===== src/hw/decode_pkg.sv =====
package decode_pkg;

    localparam int xlen       = 32;
    localparam int reg_addr_w = 5;
    localparam int alu_op_w   = 12;

    typedef logic [xlen-1:0]       word_t;
    typedef logic [reg_addr_w-1:0] reg_addr_t;
    typedef logic [alu_op_w-1:0]   alu_op_t;

    // bit positions inside the one-hot alu_op
    localparam int alu_add  = 0;  // addu, addiu, lw, sw, jal, jalr
    localparam int alu_sub  = 1;
    localparam int alu_slt  = 2;
    localparam int alu_sltu = 3;
    localparam int alu_and  = 4;
    localparam int alu_nor  = 5;
    localparam int alu_or   = 6;
    localparam int alu_xor  = 7;
    localparam int alu_sll  = 8;
    localparam int alu_srl  = 9;
    localparam int alu_sra  = 10;
    localparam int alu_lui  = 11;

    // primary opcodes
    localparam logic [5:0] op_special = 6'h00;
    localparam logic [5:0] op_regimm  = 6'h01;
    localparam logic [5:0] op_j       = 6'h02;
    localparam logic [5:0] op_jal     = 6'h03;
    localparam logic [5:0] op_beq     = 6'h04;
    localparam logic [5:0] op_bne     = 6'h05;
    localparam logic [5:0] op_blez    = 6'h06;
    localparam logic [5:0] op_bgtz    = 6'h07;
    localparam logic [5:0] op_addiu   = 6'h09;
    localparam logic [5:0] op_slti    = 6'h0a;
    localparam logic [5:0] op_sltiu   = 6'h0b;
    localparam logic [5:0] op_andi    = 6'h0c;
    localparam logic [5:0] op_ori     = 6'h0d;
    localparam logic [5:0] op_xori    = 6'h0e;
    localparam logic [5:0] op_lui     = 6'h0f;
    localparam logic [5:0] op_lw      = 6'h23;
    localparam logic [5:0] op_sw      = 6'h2b;

    // SPECIAL function field
    localparam logic [5:0] fn_sll  = 6'h00;
    localparam logic [5:0] fn_srl  = 6'h02;
    localparam logic [5:0] fn_sra  = 6'h03;
    localparam logic [5:0] fn_sllv = 6'h04;
    localparam logic [5:0] fn_srlv = 6'h06;
    localparam logic [5:0] fn_srav = 6'h07;
    localparam logic [5:0] fn_jr   = 6'h08;
    localparam logic [5:0] fn_jalr = 6'h09;
    localparam logic [5:0] fn_addu = 6'h21;
    localparam logic [5:0] fn_subu = 6'h23;
    localparam logic [5:0] fn_and  = 6'h24;
    localparam logic [5:0] fn_or   = 6'h25;
    localparam logic [5:0] fn_xor  = 6'h26;
    localparam logic [5:0] fn_nor  = 6'h27;
    localparam logic [5:0] fn_slt  = 6'h2a;
    localparam logic [5:0] fn_sltu = 6'h2b;

    typedef enum logic [3:0] {
        br_none,
        br_beq,
        br_bne,
        br_bgez,
        br_bgtz,
        br_blez,
        br_bltz,
        br_jump_imm,  // j, jal
        br_jump_reg   // jr, jalr
    } br_kind_t;

    typedef struct packed {
        alu_op_t   alu_op;
        logic      src1_is_sa;
        logic      src1_is_pc;
        logic      src2_is_imm;
        logic      src2_is_8;   // link address is pc + 8
        logic      mem_re;
        logic      mem_we;
        logic      gpr_we;
        reg_addr_t dest;
        br_kind_t  br_kind;
        logic      uses_rs;
        logic      uses_rt;
        logic      exc_ri;
    } ctrl_t;

endpackage


===== src/hw/bypass_if.sv =====
`timescale 1ns/1ps

interface bypass_if;
    import decode_pkg::*;

    logic      es_res_valid;  // low while a load is still in execute
    reg_addr_t es_dest;
    word_t     es_res;
    logic      ms_res_valid;
    reg_addr_t ms_dest;
    word_t     ms_res;
    logic      wb_we;
    reg_addr_t wb_addr;
    word_t     wb_data;

    modport src(
        output es_res_valid, es_dest, es_res,
        output ms_res_valid, ms_dest, ms_res,
        output wb_we, wb_addr, wb_data
    );

    modport sink(
        input es_res_valid, es_dest, es_res,
        input ms_res_valid, ms_dest, ms_res,
        input wb_we, wb_addr, wb_data
    );

    modport br(input es_res_valid, es_dest);

endinterface


===== src/hw/inst_decoder.sv =====
`timescale 1ns/1ps

module inst_decoder (
    input  decode_pkg::word_t     inst,
    output decode_pkg::ctrl_t     ctrl,
    output decode_pkg::reg_addr_t rs,
    output decode_pkg::reg_addr_t rt,
    output logic [4:0]            sa,
    output logic [15:0]           imm,
    output logic [25:0]           jidx
);
    import decode_pkg::*;

    logic [5:0] op;
    logic [5:0] func;
    reg_addr_t  rd;
    logic       spec;      // SPECIAL with sa == 0
    logic       i_addu, i_subu, i_slt, i_sltu, i_and, i_or, i_xor, i_nor;
    logic       i_sll, i_srl, i_sra, i_sllv, i_srlv, i_srav;
    logic       i_addiu, i_slti, i_sltiu, i_andi, i_ori, i_xori, i_lui;
    logic       i_lw, i_sw;
    logic       i_beq, i_bne, i_bgez, i_bgtz, i_blez, i_bltz;
    logic       i_j, i_jal, i_jr, i_jalr;
    logic       shift_sa;  // shift amount taken from the sa field
    logic       reg_alu;
    logic       imm_alu;
    logic       branch;

    assign op   = inst[31:26];
    assign rs   = inst[25:21];
    assign rt   = inst[20:16];
    assign rd   = inst[15:11];
    assign sa   = inst[10:6];
    assign func = inst[5:0];
    assign imm  = inst[15:0];
    assign jidx = inst[25:0];

    assign spec = (op == op_special) && (sa == 5'd0);

    assign i_addu = spec && (func == fn_addu);
    assign i_subu = spec && (func == fn_subu);
    assign i_slt  = spec && (func == fn_slt);
    assign i_sltu = spec && (func == fn_sltu);
    assign i_and  = spec && (func == fn_and);
    assign i_or   = spec && (func == fn_or);
    assign i_xor  = spec && (func == fn_xor);
    assign i_nor  = spec && (func == fn_nor);
    assign i_sllv = spec && (func == fn_sllv);
    assign i_srlv = spec && (func == fn_srlv);
    assign i_srav = spec && (func == fn_srav);
    // constant shifts need rs == 0 instead
    assign i_sll  = (op == op_special) && (rs == 5'd0) && (func == fn_sll);
    assign i_srl  = (op == op_special) && (rs == 5'd0) && (func == fn_srl);
    assign i_sra  = (op == op_special) && (rs == 5'd0) && (func == fn_sra);
    assign i_jr   = spec && (func == fn_jr) && (rt == 5'd0) && (rd == 5'd0);
    assign i_jalr = spec && (func == fn_jalr) && (rt == 5'd0);

    assign i_addiu = (op == op_addiu);
    assign i_slti  = (op == op_slti);
    assign i_sltiu = (op == op_sltiu);
    assign i_andi  = (op == op_andi);
    assign i_ori   = (op == op_ori);
    assign i_xori  = (op == op_xori);
    assign i_lui   = (op == op_lui) && (rs == 5'd0);
    assign i_lw    = (op == op_lw);
    assign i_sw    = (op == op_sw);
    assign i_beq   = (op == op_beq);
    assign i_bne   = (op == op_bne);
    assign i_bgez  = (op == op_regimm) && (rt == 5'h01);
    assign i_bltz  = (op == op_regimm) && (rt == 5'h00);
    assign i_bgtz  = (op == op_bgtz) && (rt == 5'd0);
    assign i_blez  = (op == op_blez) && (rt == 5'd0);
    assign i_j     = (op == op_j);
    assign i_jal   = (op == op_jal);

    assign shift_sa = i_sll | i_srl | i_sra;
    assign reg_alu  = |{i_addu, i_subu, i_slt, i_sltu, i_and, i_or, i_xor, i_nor,
                        shift_sa, i_sllv, i_srlv, i_srav};
    assign imm_alu  = |{i_addiu, i_slti, i_sltiu, i_andi, i_ori, i_xori, i_lui};
    assign branch   = |{i_beq, i_bne, i_bgez, i_bgtz, i_blez, i_bltz};

    always_comb begin
        ctrl.alu_op           = '0;
        ctrl.alu_op[alu_add]  = i_addu | i_addiu | i_lw | i_sw | i_jal | i_jalr;
        ctrl.alu_op[alu_sub]  = i_subu;
        ctrl.alu_op[alu_slt]  = i_slt | i_slti;
        ctrl.alu_op[alu_sltu] = i_sltu | i_sltiu;
        ctrl.alu_op[alu_and]  = i_and | i_andi;
        ctrl.alu_op[alu_nor]  = i_nor;
        ctrl.alu_op[alu_or]   = i_or | i_ori;
        ctrl.alu_op[alu_xor]  = i_xor | i_xori;
        ctrl.alu_op[alu_sll]  = i_sll | i_sllv;
        ctrl.alu_op[alu_srl]  = i_srl | i_srlv;
        ctrl.alu_op[alu_sra]  = i_sra | i_srav;
        ctrl.alu_op[alu_lui]  = i_lui;

        ctrl.src1_is_sa  = shift_sa;
        ctrl.src1_is_pc  = i_jal | i_jalr;
        ctrl.src2_is_imm = imm_alu | i_lw | i_sw;  // andi/ori/xori zero-extend in ex
        ctrl.src2_is_8   = i_jal | i_jalr;
        ctrl.mem_re      = i_lw;
        ctrl.mem_we      = i_sw;
        ctrl.gpr_we      = ~(i_sw | branch | i_j | i_jr);

        if (i_jal)
            ctrl.dest = 5'd31;
        else if (imm_alu || i_lw)
            ctrl.dest = rt;
        else
            ctrl.dest = rd;

        if (i_beq)                ctrl.br_kind = br_beq;
        else if (i_bne)           ctrl.br_kind = br_bne;
        else if (i_bgez)          ctrl.br_kind = br_bgez;
        else if (i_bgtz)          ctrl.br_kind = br_bgtz;
        else if (i_blez)          ctrl.br_kind = br_blez;
        else if (i_bltz)          ctrl.br_kind = br_bltz;
        else if (i_j || i_jal)    ctrl.br_kind = br_jump_imm;
        else if (i_jr || i_jalr)  ctrl.br_kind = br_jump_reg;
        else                      ctrl.br_kind = br_none;

        ctrl.uses_rs = (reg_alu & ~shift_sa) | (imm_alu & ~i_lui) | i_lw | i_sw
                     | branch | i_jr | i_jalr;
        ctrl.uses_rt = reg_alu | i_sw | i_beq | i_bne;
        ctrl.exc_ri  = ~|{reg_alu, imm_alu, i_lw, i_sw, branch, i_j, i_jal, i_jr, i_jalr};
    end

endmodule


===== src/hw/regfile.sv =====
`timescale 1ns/1ps

module regfile (
    input  logic                  clk,
    input  logic                  rst_n,
    input  decode_pkg::reg_addr_t raddr1,
    input  decode_pkg::reg_addr_t raddr2,
    input  logic                  we,
    input  decode_pkg::reg_addr_t waddr,
    input  decode_pkg::word_t     wdata,
    output decode_pkg::word_t     rdata1,
    output decode_pkg::word_t     rdata2
);
    import decode_pkg::*;

    word_t regs [1:(1 << reg_addr_w) - 1];  // no storage for $0

    always_ff @(posedge clk or negedge rst_n) begin
        if (!rst_n) begin
            for (int i = 1; i < (1 << reg_addr_w); i++) begin
                regs[i] <= '0;
            end
        end else if (we && waddr != '0) begin
            regs[waddr] <= wdata;
        end
    end

    assign rdata1 = (raddr1 == '0) ? '0 : regs[raddr1];
    assign rdata2 = (raddr2 == '0) ? '0 : regs[raddr2];

    a_waddr_known: assert property (@(posedge clk) disable iff (!rst_n)
        we |-> !$isunknown(waddr));

endmodule


===== src/hw/operand_bypass.sv =====
`timescale 1ns/1ps

module operand_bypass (
    input  decode_pkg::reg_addr_t rs,
    input  decode_pkg::reg_addr_t rt,
    input  logic                  uses_rs,
    input  logic                  uses_rt,
    input  decode_pkg::word_t     rf_rs,
    input  decode_pkg::word_t     rf_rt,
    bypass_if.sink                bp,
    output decode_pkg::word_t     rs_value,
    output decode_pkg::word_t     rt_value,
    output logic                  ready_go
);
    import decode_pkg::*;

    logic rs_es, rs_ms, rs_wb;
    logic rt_es, rt_ms, rt_wb;
    logic es_block;
    logic ms_block;

    // nonzero index equal to a producer dest
    function automatic logic hit(input reg_addr_t src, input reg_addr_t dst);
        return (src != '0) && (src == dst);
    endfunction

    assign rs_es = hit(rs, bp.es_dest);
    assign rs_ms = hit(rs, bp.ms_dest);
    assign rs_wb = bp.wb_we && hit(rs, bp.wb_addr);
    assign rt_es = hit(rt, bp.es_dest);
    assign rt_ms = hit(rt, bp.ms_dest);
    assign rt_wb = bp.wb_we && hit(rt, bp.wb_addr);

    // youngest producer first
    always_comb begin
        if (rs_es)
            rs_value = bp.es_res;
        else if (rs_ms)
            rs_value = bp.ms_res;
        else if (rs_wb)
            rs_value = bp.wb_data;  // same-cycle write not yet in the file
        else
            rs_value = rf_rs;

        if (rt_es)
            rt_value = bp.es_res;
        else if (rt_ms)
            rt_value = bp.ms_res;
        else if (rt_wb)
            rt_value = bp.wb_data;
        else
            rt_value = rf_rt;
    end

    // producer result not ready yet, e.g. a load in flight
    assign es_block = !bp.es_res_valid && (uses_rs && rs_es || uses_rt && rt_es);
    assign ms_block = !bp.ms_res_valid && (uses_rs && rs_ms || uses_rt && rt_ms);
    assign ready_go = !(es_block || ms_block);

endmodule


===== src/hw/branch_unit.sv =====
`timescale 1ns/1ps

module branch_unit (
    input  logic                  ds_valid,
    input  decode_pkg::br_kind_t  br_kind,
    input  decode_pkg::reg_addr_t rs,
    input  decode_pkg::reg_addr_t rt,
    input  decode_pkg::word_t     rs_value,
    input  decode_pkg::word_t     rt_value,
    input  logic [15:0]           imm,
    input  logic [25:0]           jidx,
    input  decode_pkg::word_t     fs_pc,   // pc of the delay slot
    bypass_if.br                  bp,
    output logic                  br_stall,
    output logic                  br_taken,
    output decode_pkg::word_t     br_target
);
    import decode_pkg::*;

    logic  cond;
    logic  is_cmp;      // beq / bne read rt too
    logic  is_branch;
    logic  rs_zero;
    word_t br_offset;

    assign rs_zero   = (rs_value == '0);
    assign is_cmp    = (br_kind == br_beq) || (br_kind == br_bne);
    assign is_branch = is_cmp || (br_kind inside {br_bgez, br_bgtz, br_blez, br_bltz});
    assign br_offset = {{(xlen - 18){imm[15]}}, imm, 2'b00};

    always_comb begin
        case (br_kind)
            br_beq:      cond = (rs_value == rt_value);
            br_bne:      cond = (rs_value != rt_value);
            br_bgez:     cond = !rs_value[xlen-1];
            br_bgtz:     cond = !rs_value[xlen-1] && !rs_zero;
            br_blez:     cond = rs_value[xlen-1] || rs_zero;
            br_bltz:     cond = rs_value[xlen-1];
            br_jump_imm: cond = 1'b1;
            br_jump_reg: cond = 1'b1;
            default:     cond = 1'b0;
        endcase
    end

    assign br_taken = ds_valid && cond;

    always_comb begin
        if (is_branch)
            br_target = fs_pc + br_offset;
        else if (br_kind == br_jump_imm)
            br_target = {fs_pc[xlen-1:28], jidx, 2'b00};
        else if (br_kind == br_jump_reg)
            br_target = rs_value;
        else
            br_target = '0;
    end

    // compare operand still being computed in execute
    assign br_stall = ds_valid && !bp.es_res_valid && (bp.es_dest != '0)
                    && ((is_branch || br_kind == br_jump_reg) && (rs == bp.es_dest)
                        || is_cmp && (rt == bp.es_dest));

endmodule


===== src/hw/decode_stage.sv =====
`timescale 1ns/1ps

module decode_stage (
    input  logic                  clk,
    input  logic                  rst_n,
    input  logic                  flush,
    input  logic                  fs_valid,
    input  decode_pkg::word_t     fs_inst,
    input  decode_pkg::word_t     fs_pc,
    input  logic                  es_allowin,
    input  logic                  es_res_valid,
    input  decode_pkg::reg_addr_t es_dest,
    input  decode_pkg::word_t     es_res,
    input  logic                  ms_res_valid,
    input  decode_pkg::reg_addr_t ms_dest,
    input  decode_pkg::word_t     ms_res,
    input  logic                  wb_we,
    input  decode_pkg::reg_addr_t wb_addr,
    input  decode_pkg::word_t     wb_data,
    output logic                  ds_allowin,
    output logic                  ds_to_es_valid,
    output decode_pkg::word_t     ds_pc,
    output decode_pkg::alu_op_t   alu_op,
    output logic                  src1_is_sa,
    output logic                  src1_is_pc,
    output logic                  src2_is_imm,
    output logic                  src2_is_8,
    output logic                  mem_re,
    output logic                  mem_we,
    output logic                  gpr_we,
    output decode_pkg::reg_addr_t dest,
    output logic [15:0]           imm,
    output decode_pkg::word_t     rs_value,
    output decode_pkg::word_t     rt_value,
    output logic                  exc_ri,
    output logic                  br_valid,
    output logic                  br_stall,
    output logic                  br_taken,
    output decode_pkg::word_t     br_target
);
    import decode_pkg::*;

    logic        ds_valid;
    logic        ds_ready_go;
    word_t       ds_inst;
    ctrl_t       ctrl;
    reg_addr_t   rs;
    reg_addr_t   rt;
    logic [25:0] jidx;
    word_t       rf_rs;
    word_t       rf_rt;

    bypass_if bp0();

    assign bp0.es_res_valid = es_res_valid;
    assign bp0.es_dest      = es_dest;
    assign bp0.es_res       = es_res;
    assign bp0.ms_res_valid = ms_res_valid;
    assign bp0.ms_dest      = ms_dest;
    assign bp0.ms_res       = ms_res;
    assign bp0.wb_we        = wb_we;
    assign bp0.wb_addr      = wb_addr;
    assign bp0.wb_data      = wb_data;

    assign ds_allowin     = !ds_valid || (ds_ready_go && es_allowin);
    assign ds_to_es_valid = ds_valid && ds_ready_go;
    assign br_valid       = ds_to_es_valid;

    always_ff @(posedge clk or negedge rst_n) begin
        if (!rst_n)
            ds_valid <= 1'b0;
        else if (flush)
            ds_valid <= 1'b0;
        else if (ds_allowin)
            ds_valid <= fs_valid;
    end

    // instruction and pc held while execute stalls
    always_ff @(posedge clk) begin
        if (fs_valid && ds_allowin) begin
            ds_inst <= fs_inst;
            ds_pc   <= fs_pc;
        end
    end

    inst_decoder dec0 (
        .inst (ds_inst),
        .ctrl (ctrl),
        .rs   (rs),
        .rt   (rt),
        .sa   (),
        .imm  (imm),
        .jidx (jidx)
    );

    regfile rf0 (
        .clk    (clk),
        .rst_n  (rst_n),
        .raddr1 (rs),
        .raddr2 (rt),
        .we     (wb_we),
        .waddr  (wb_addr),
        .wdata  (wb_data),
        .rdata1 (rf_rs),
        .rdata2 (rf_rt)
    );

    operand_bypass byp0 (
        .rs       (rs),
        .rt       (rt),
        .uses_rs  (ctrl.uses_rs),
        .uses_rt  (ctrl.uses_rt),
        .rf_rs    (rf_rs),
        .rf_rt    (rf_rt),
        .bp       (bp0.sink),
        .rs_value (rs_value),
        .rt_value (rt_value),
        .ready_go (ds_ready_go)
    );

    branch_unit bru0 (
        .ds_valid  (ds_valid),
        .br_kind   (ctrl.br_kind),
        .rs        (rs),
        .rt        (rt),
        .rs_value  (rs_value),
        .rt_value  (rt_value),
        .imm       (imm),
        .jidx      (jidx),
        .fs_pc     (fs_pc),
        .bp        (bp0.br),
        .br_stall  (br_stall),
        .br_taken  (br_taken),
        .br_target (br_target)
    );

    assign alu_op      = ctrl.alu_op;
    assign src1_is_sa  = ctrl.src1_is_sa;
    assign src1_is_pc  = ctrl.src1_is_pc;
    assign src2_is_imm = ctrl.src2_is_imm;
    assign src2_is_8   = ctrl.src2_is_8;
    assign mem_re      = ctrl.mem_re;
    assign mem_we      = ctrl.mem_we;
    assign gpr_we      = ctrl.gpr_we;
    assign dest        = ctrl.dest;
    assign exc_ri      = ctrl.exc_ri;

    // an offered instruction stays put while execute refuses it
    a_hold_stable: assert property (@(posedge clk) disable iff (!rst_n)
        ds_to_es_valid && !es_allowin && !flush
        |=> ds_valid && $stable(ds_pc) && $stable(ds_inst));

    // the bus to execute is fully defined once an instruction is held
    a_out_known: assert property (@(posedge clk) disable iff (!rst_n)
        ds_valid |-> !$isunknown({ds_pc, ctrl, imm, rs_value, rt_value,
                                  ds_to_es_valid, br_stall, br_taken, br_target}));

endmodule


===== config.mk =====
export PLATFORM = sky130hd
export DESIGN_NAME = decode_stage
export DESIGN_NICKNAME = d
export VERILOG_FILES = /design/src/hw/decode_pkg.sv /design/src/hw/bypass_if.sv /design/src/hw/inst_decoder.sv /design/src/hw/regfile.sv /design/src/hw/operand_bypass.sv /design/src/hw/branch_unit.sv /design/src/hw/decode_stage.sv
export SDC_FILE = /design/constraint.sdc
export NUM_CORES = 2
export LEC_CHECK = 0
export BUFFER_PORTS_ARGS = -buffer_cell sky130_fd_sc_hd__buf_2
export CAP_MARGIN = 10
export CORE_AREA = 5 5 358 360
export CTS_CLUSTER_SIZE = 30
export DETAILED_ROUTE_END_ITERATION = 8
export DIE_AREA = 0 0 363 365
export HOLD_SLACK_MARGIN = 0.12
export PLACE_DENSITY = 0.75
export SYNTH_ARGS = -nofsm -noshare
export SYNTH_HDL_FRONTEND = slang
export SYNTH_HIERARCHICAL = 1
export SYNTH_SLANG_ARGS = --single-unit

===== constraint.sdc =====
create_clock -name clk -period 8.93 [get_ports clk]
set_input_delay 0.4465 -clock clk [delete_from_list [all_inputs] [get_ports clk]]
set_output_delay 0.4465 -clock clk [all_outputs]
set_load 0.05 [all_outputs]

==> flow_metrics.tcl <==
set metrics [dict create \
    fp.dieArea_mm2 0.132 \
    drc 0 \
    cp_slowest_cell "nor2b_4" \
    finalSetupTns_ns 0 \
    startpoint_type "register" \
    crit_family "simple AND/OR/NAND/NOR gates" \
    synth-warning-count 6 \
    worstSetupPathType "reg -> out" \
    p_leak_nw 29.5 \
    dpl.hpwl_mm 140 \
    port-buffer-count 356 \
    grt_max_degree 186 \
    cts_buffers 111 \
    firstDrtPassIters 8 \
    clkSlewWorstSetupHoldPaths_ns 0.06 \
    core_area_mm2 0.125 \
    cp_slowest_stage_delay_ns 0.90 \
    vdd.ir_drop.worst_uv 175 \
    clockBufferDepth 3 \
    period_share 0.830 \
    worstPathCellList "buf_12, nor2b_4, buf_4, a221oi_1, o32a_1, o221ai_1, mux2i_1, a21oi_2, xor2_1, nor4_1, nand3_1, nor4_1, buf_4, nand2b_1, a21oi_1, nor2_1, nor2_1, nor3_1, o21a_1, buf_2" \
    worst-path-max-fanout 118 \
    avgSynthCellArea_um2 13.5 \
    power_density_mw_per_mm2 222 \
    totalWireLength_mm 222 \
    syn-num-nets 4785 \
    hold_viol 0 \
    drive_above_1_share 0.410 \
    clk_latency_ns 0.78 \
    ctsResizeCount 0 \
    fmax_mhz 135 \
    post-cts-setup-buffers 0 \
    cts_tree "built" \
    h-tree-depth 3 \
    cts_sinks 1057 \
    vias_per_cell 6.99 \
    grt_setup_unrepaired "false" \
    cts_root_buf "clkbuf_16" \
    antenna_found_initial 44 \
    antenna_left 0 \
    initialDrtViolationCount 5592 \
    fin_crit_ns 7.41 \
    areaGrowthSynthToFinish_pct 11.4 \
    ios 357 \
    grt_pass1_wl_mm 320 \
    grt-ovfl-total 0 \
    worst_hold_path_type "in -> reg" \
    critPathArrivalTime_ns 6.97 \
    total_power_w 0.0153 \
    outcome "complete, no violations" \
    place_inst 6161 \
    finalMaxSlewViolations 0 \
    critPathRequiredTime_ns 8.48 \
    hold_ws_ns 0.317 \
    routedWlPerCell_um 34.4 \
    syn_inst 4572 \
    cp_num_buf_inv 4 \
    num_vias 45200 \
    gp_congestion 1.01 \
    fp-row-count 130 \
    max-slew-margin-rel 0.226 \
    initial_core_util 0.494 \
    setup_viol 0 \
    grt_pass1_vias 44960 \
    layoutNonFillerInstCount 6464 \
    maxCapViolations 0 \
    nets 4904 \
    end_kind "output pin" \
    finClkSkew_ns 0.0264 \
    die_h_um 365 \
    syn_area_mm2 0.0617 \
    grt_usage 0.329 \
    tightestPinTransition_ns 1.16 \
    dieWidth_um 363 \
]
-- where the power goes --
group          switching, W  internal, W
logic               0.00206      0.00186
clock network       0.00208      0.00282
registers          0.000703      0.00574
-- state kept, by name, indices dropped and copies added (netlist names) --
name and flops:
rf0/regs 992, ds_inst 32, ds_pc 32, ds_valid 1
-- worst register-to-register path, stage by stage (launching register included) --
cell and delay (ns):
edfxtp_1 0.76, buf_12 0.36, or4_4 0.57, or2_1 0.33
nor4_2 0.44, a2bb2oi_1 0.15, nand4b_1 0.14, and2_1 0.17
a32oi_1 0.09, o22a_1 0.31, a21bo_4 0.26, and2_2 0.19
buf_4 0.38
-- worst paths after layout --
path,slack [ns],startpoint,cells past startpoint,end
hold / removal,0.32,wb_data[20],3,rf0/regs[916]
min in group asynchronous,0.45,rst_n,2,rf0/regs[30]
setup / recovery,1.52,ds_inst[22],20,br_taken
hold reg to reg,0.51,rf0/regs[783],1,rf0/regs[783]
max in group asynchronous,6.11,rst_n,4,rf0/regs[673]
setup reg to reg,4.33,ds_inst[20],12,ds_pc[25]
-- stage by stage --
stage	cell area [µm²]	setup slack (ns)	util
CTS	68600	1.76	0.550
global route	68600	1.37	0.550
global placement	64100	2.45	0.514
finish	68700	1.52	0.551
floorplan	61700	3.79	-
detailed placement	64100	2.59	0.514
-- per-layer routing --
metal / wire (µm) / track usage / up-vias
met4: 20500 / 0.249 / 22
met2: 96700 / 0.487 / 3026
met3: 25500 / 0.101 / 820
met1: 79400 / 0.407 / 23497
li1: - / - / 17835
met5: 147 / 0 / -
-- cell usage in the layout, fill, tap and decap left out, types with 20 or more instances in the layout --
master and count:
o32ai_1 65, xor2_1 68, clkbuf_1 26, o221ai_1 20
a31oi_1 39, mux2_1 273, nand3_1 20, a21oi_1 113
a22oi_1 34, nand2_1 126, clkbuf_16 115, nor2_1 72
mux2_2 820, edfxtp_1 64, o21ai_0 32, xnor2_1 30
mux4_2 401, nor2b_1 75, a21oi_2 31, diode_2 28
o21ai_1 43, nor4_1 24, mux2i_1 266, buf_4 81
a221oi_1 61, a21o_1 20, o211ai_1 40, ha_1 29
nor3_1 71, buf_2 355, dlygate4sd3_1 67, dfrtp_1 993
clkbuf_8 33, buf_12 20
-- timing repair --
action                     4_1_cts  5_1_grt
hold endpoints to repair       181        0
setup endpoints to repair        0        0
hold buffers                    67        0
-- layout make-up --
class                      count  area [µm²]
antenna                       28        70.1
clock buffer                 174        3430
clock inverter                34         443
fill                        9891       56100
inverter                      10        37.5
multi-input combinational   2987       32400
sequential                  1057       26800
tap                         1650        2060
timing repair buffer         524        3470
Power figures use the tool's default switching activity.
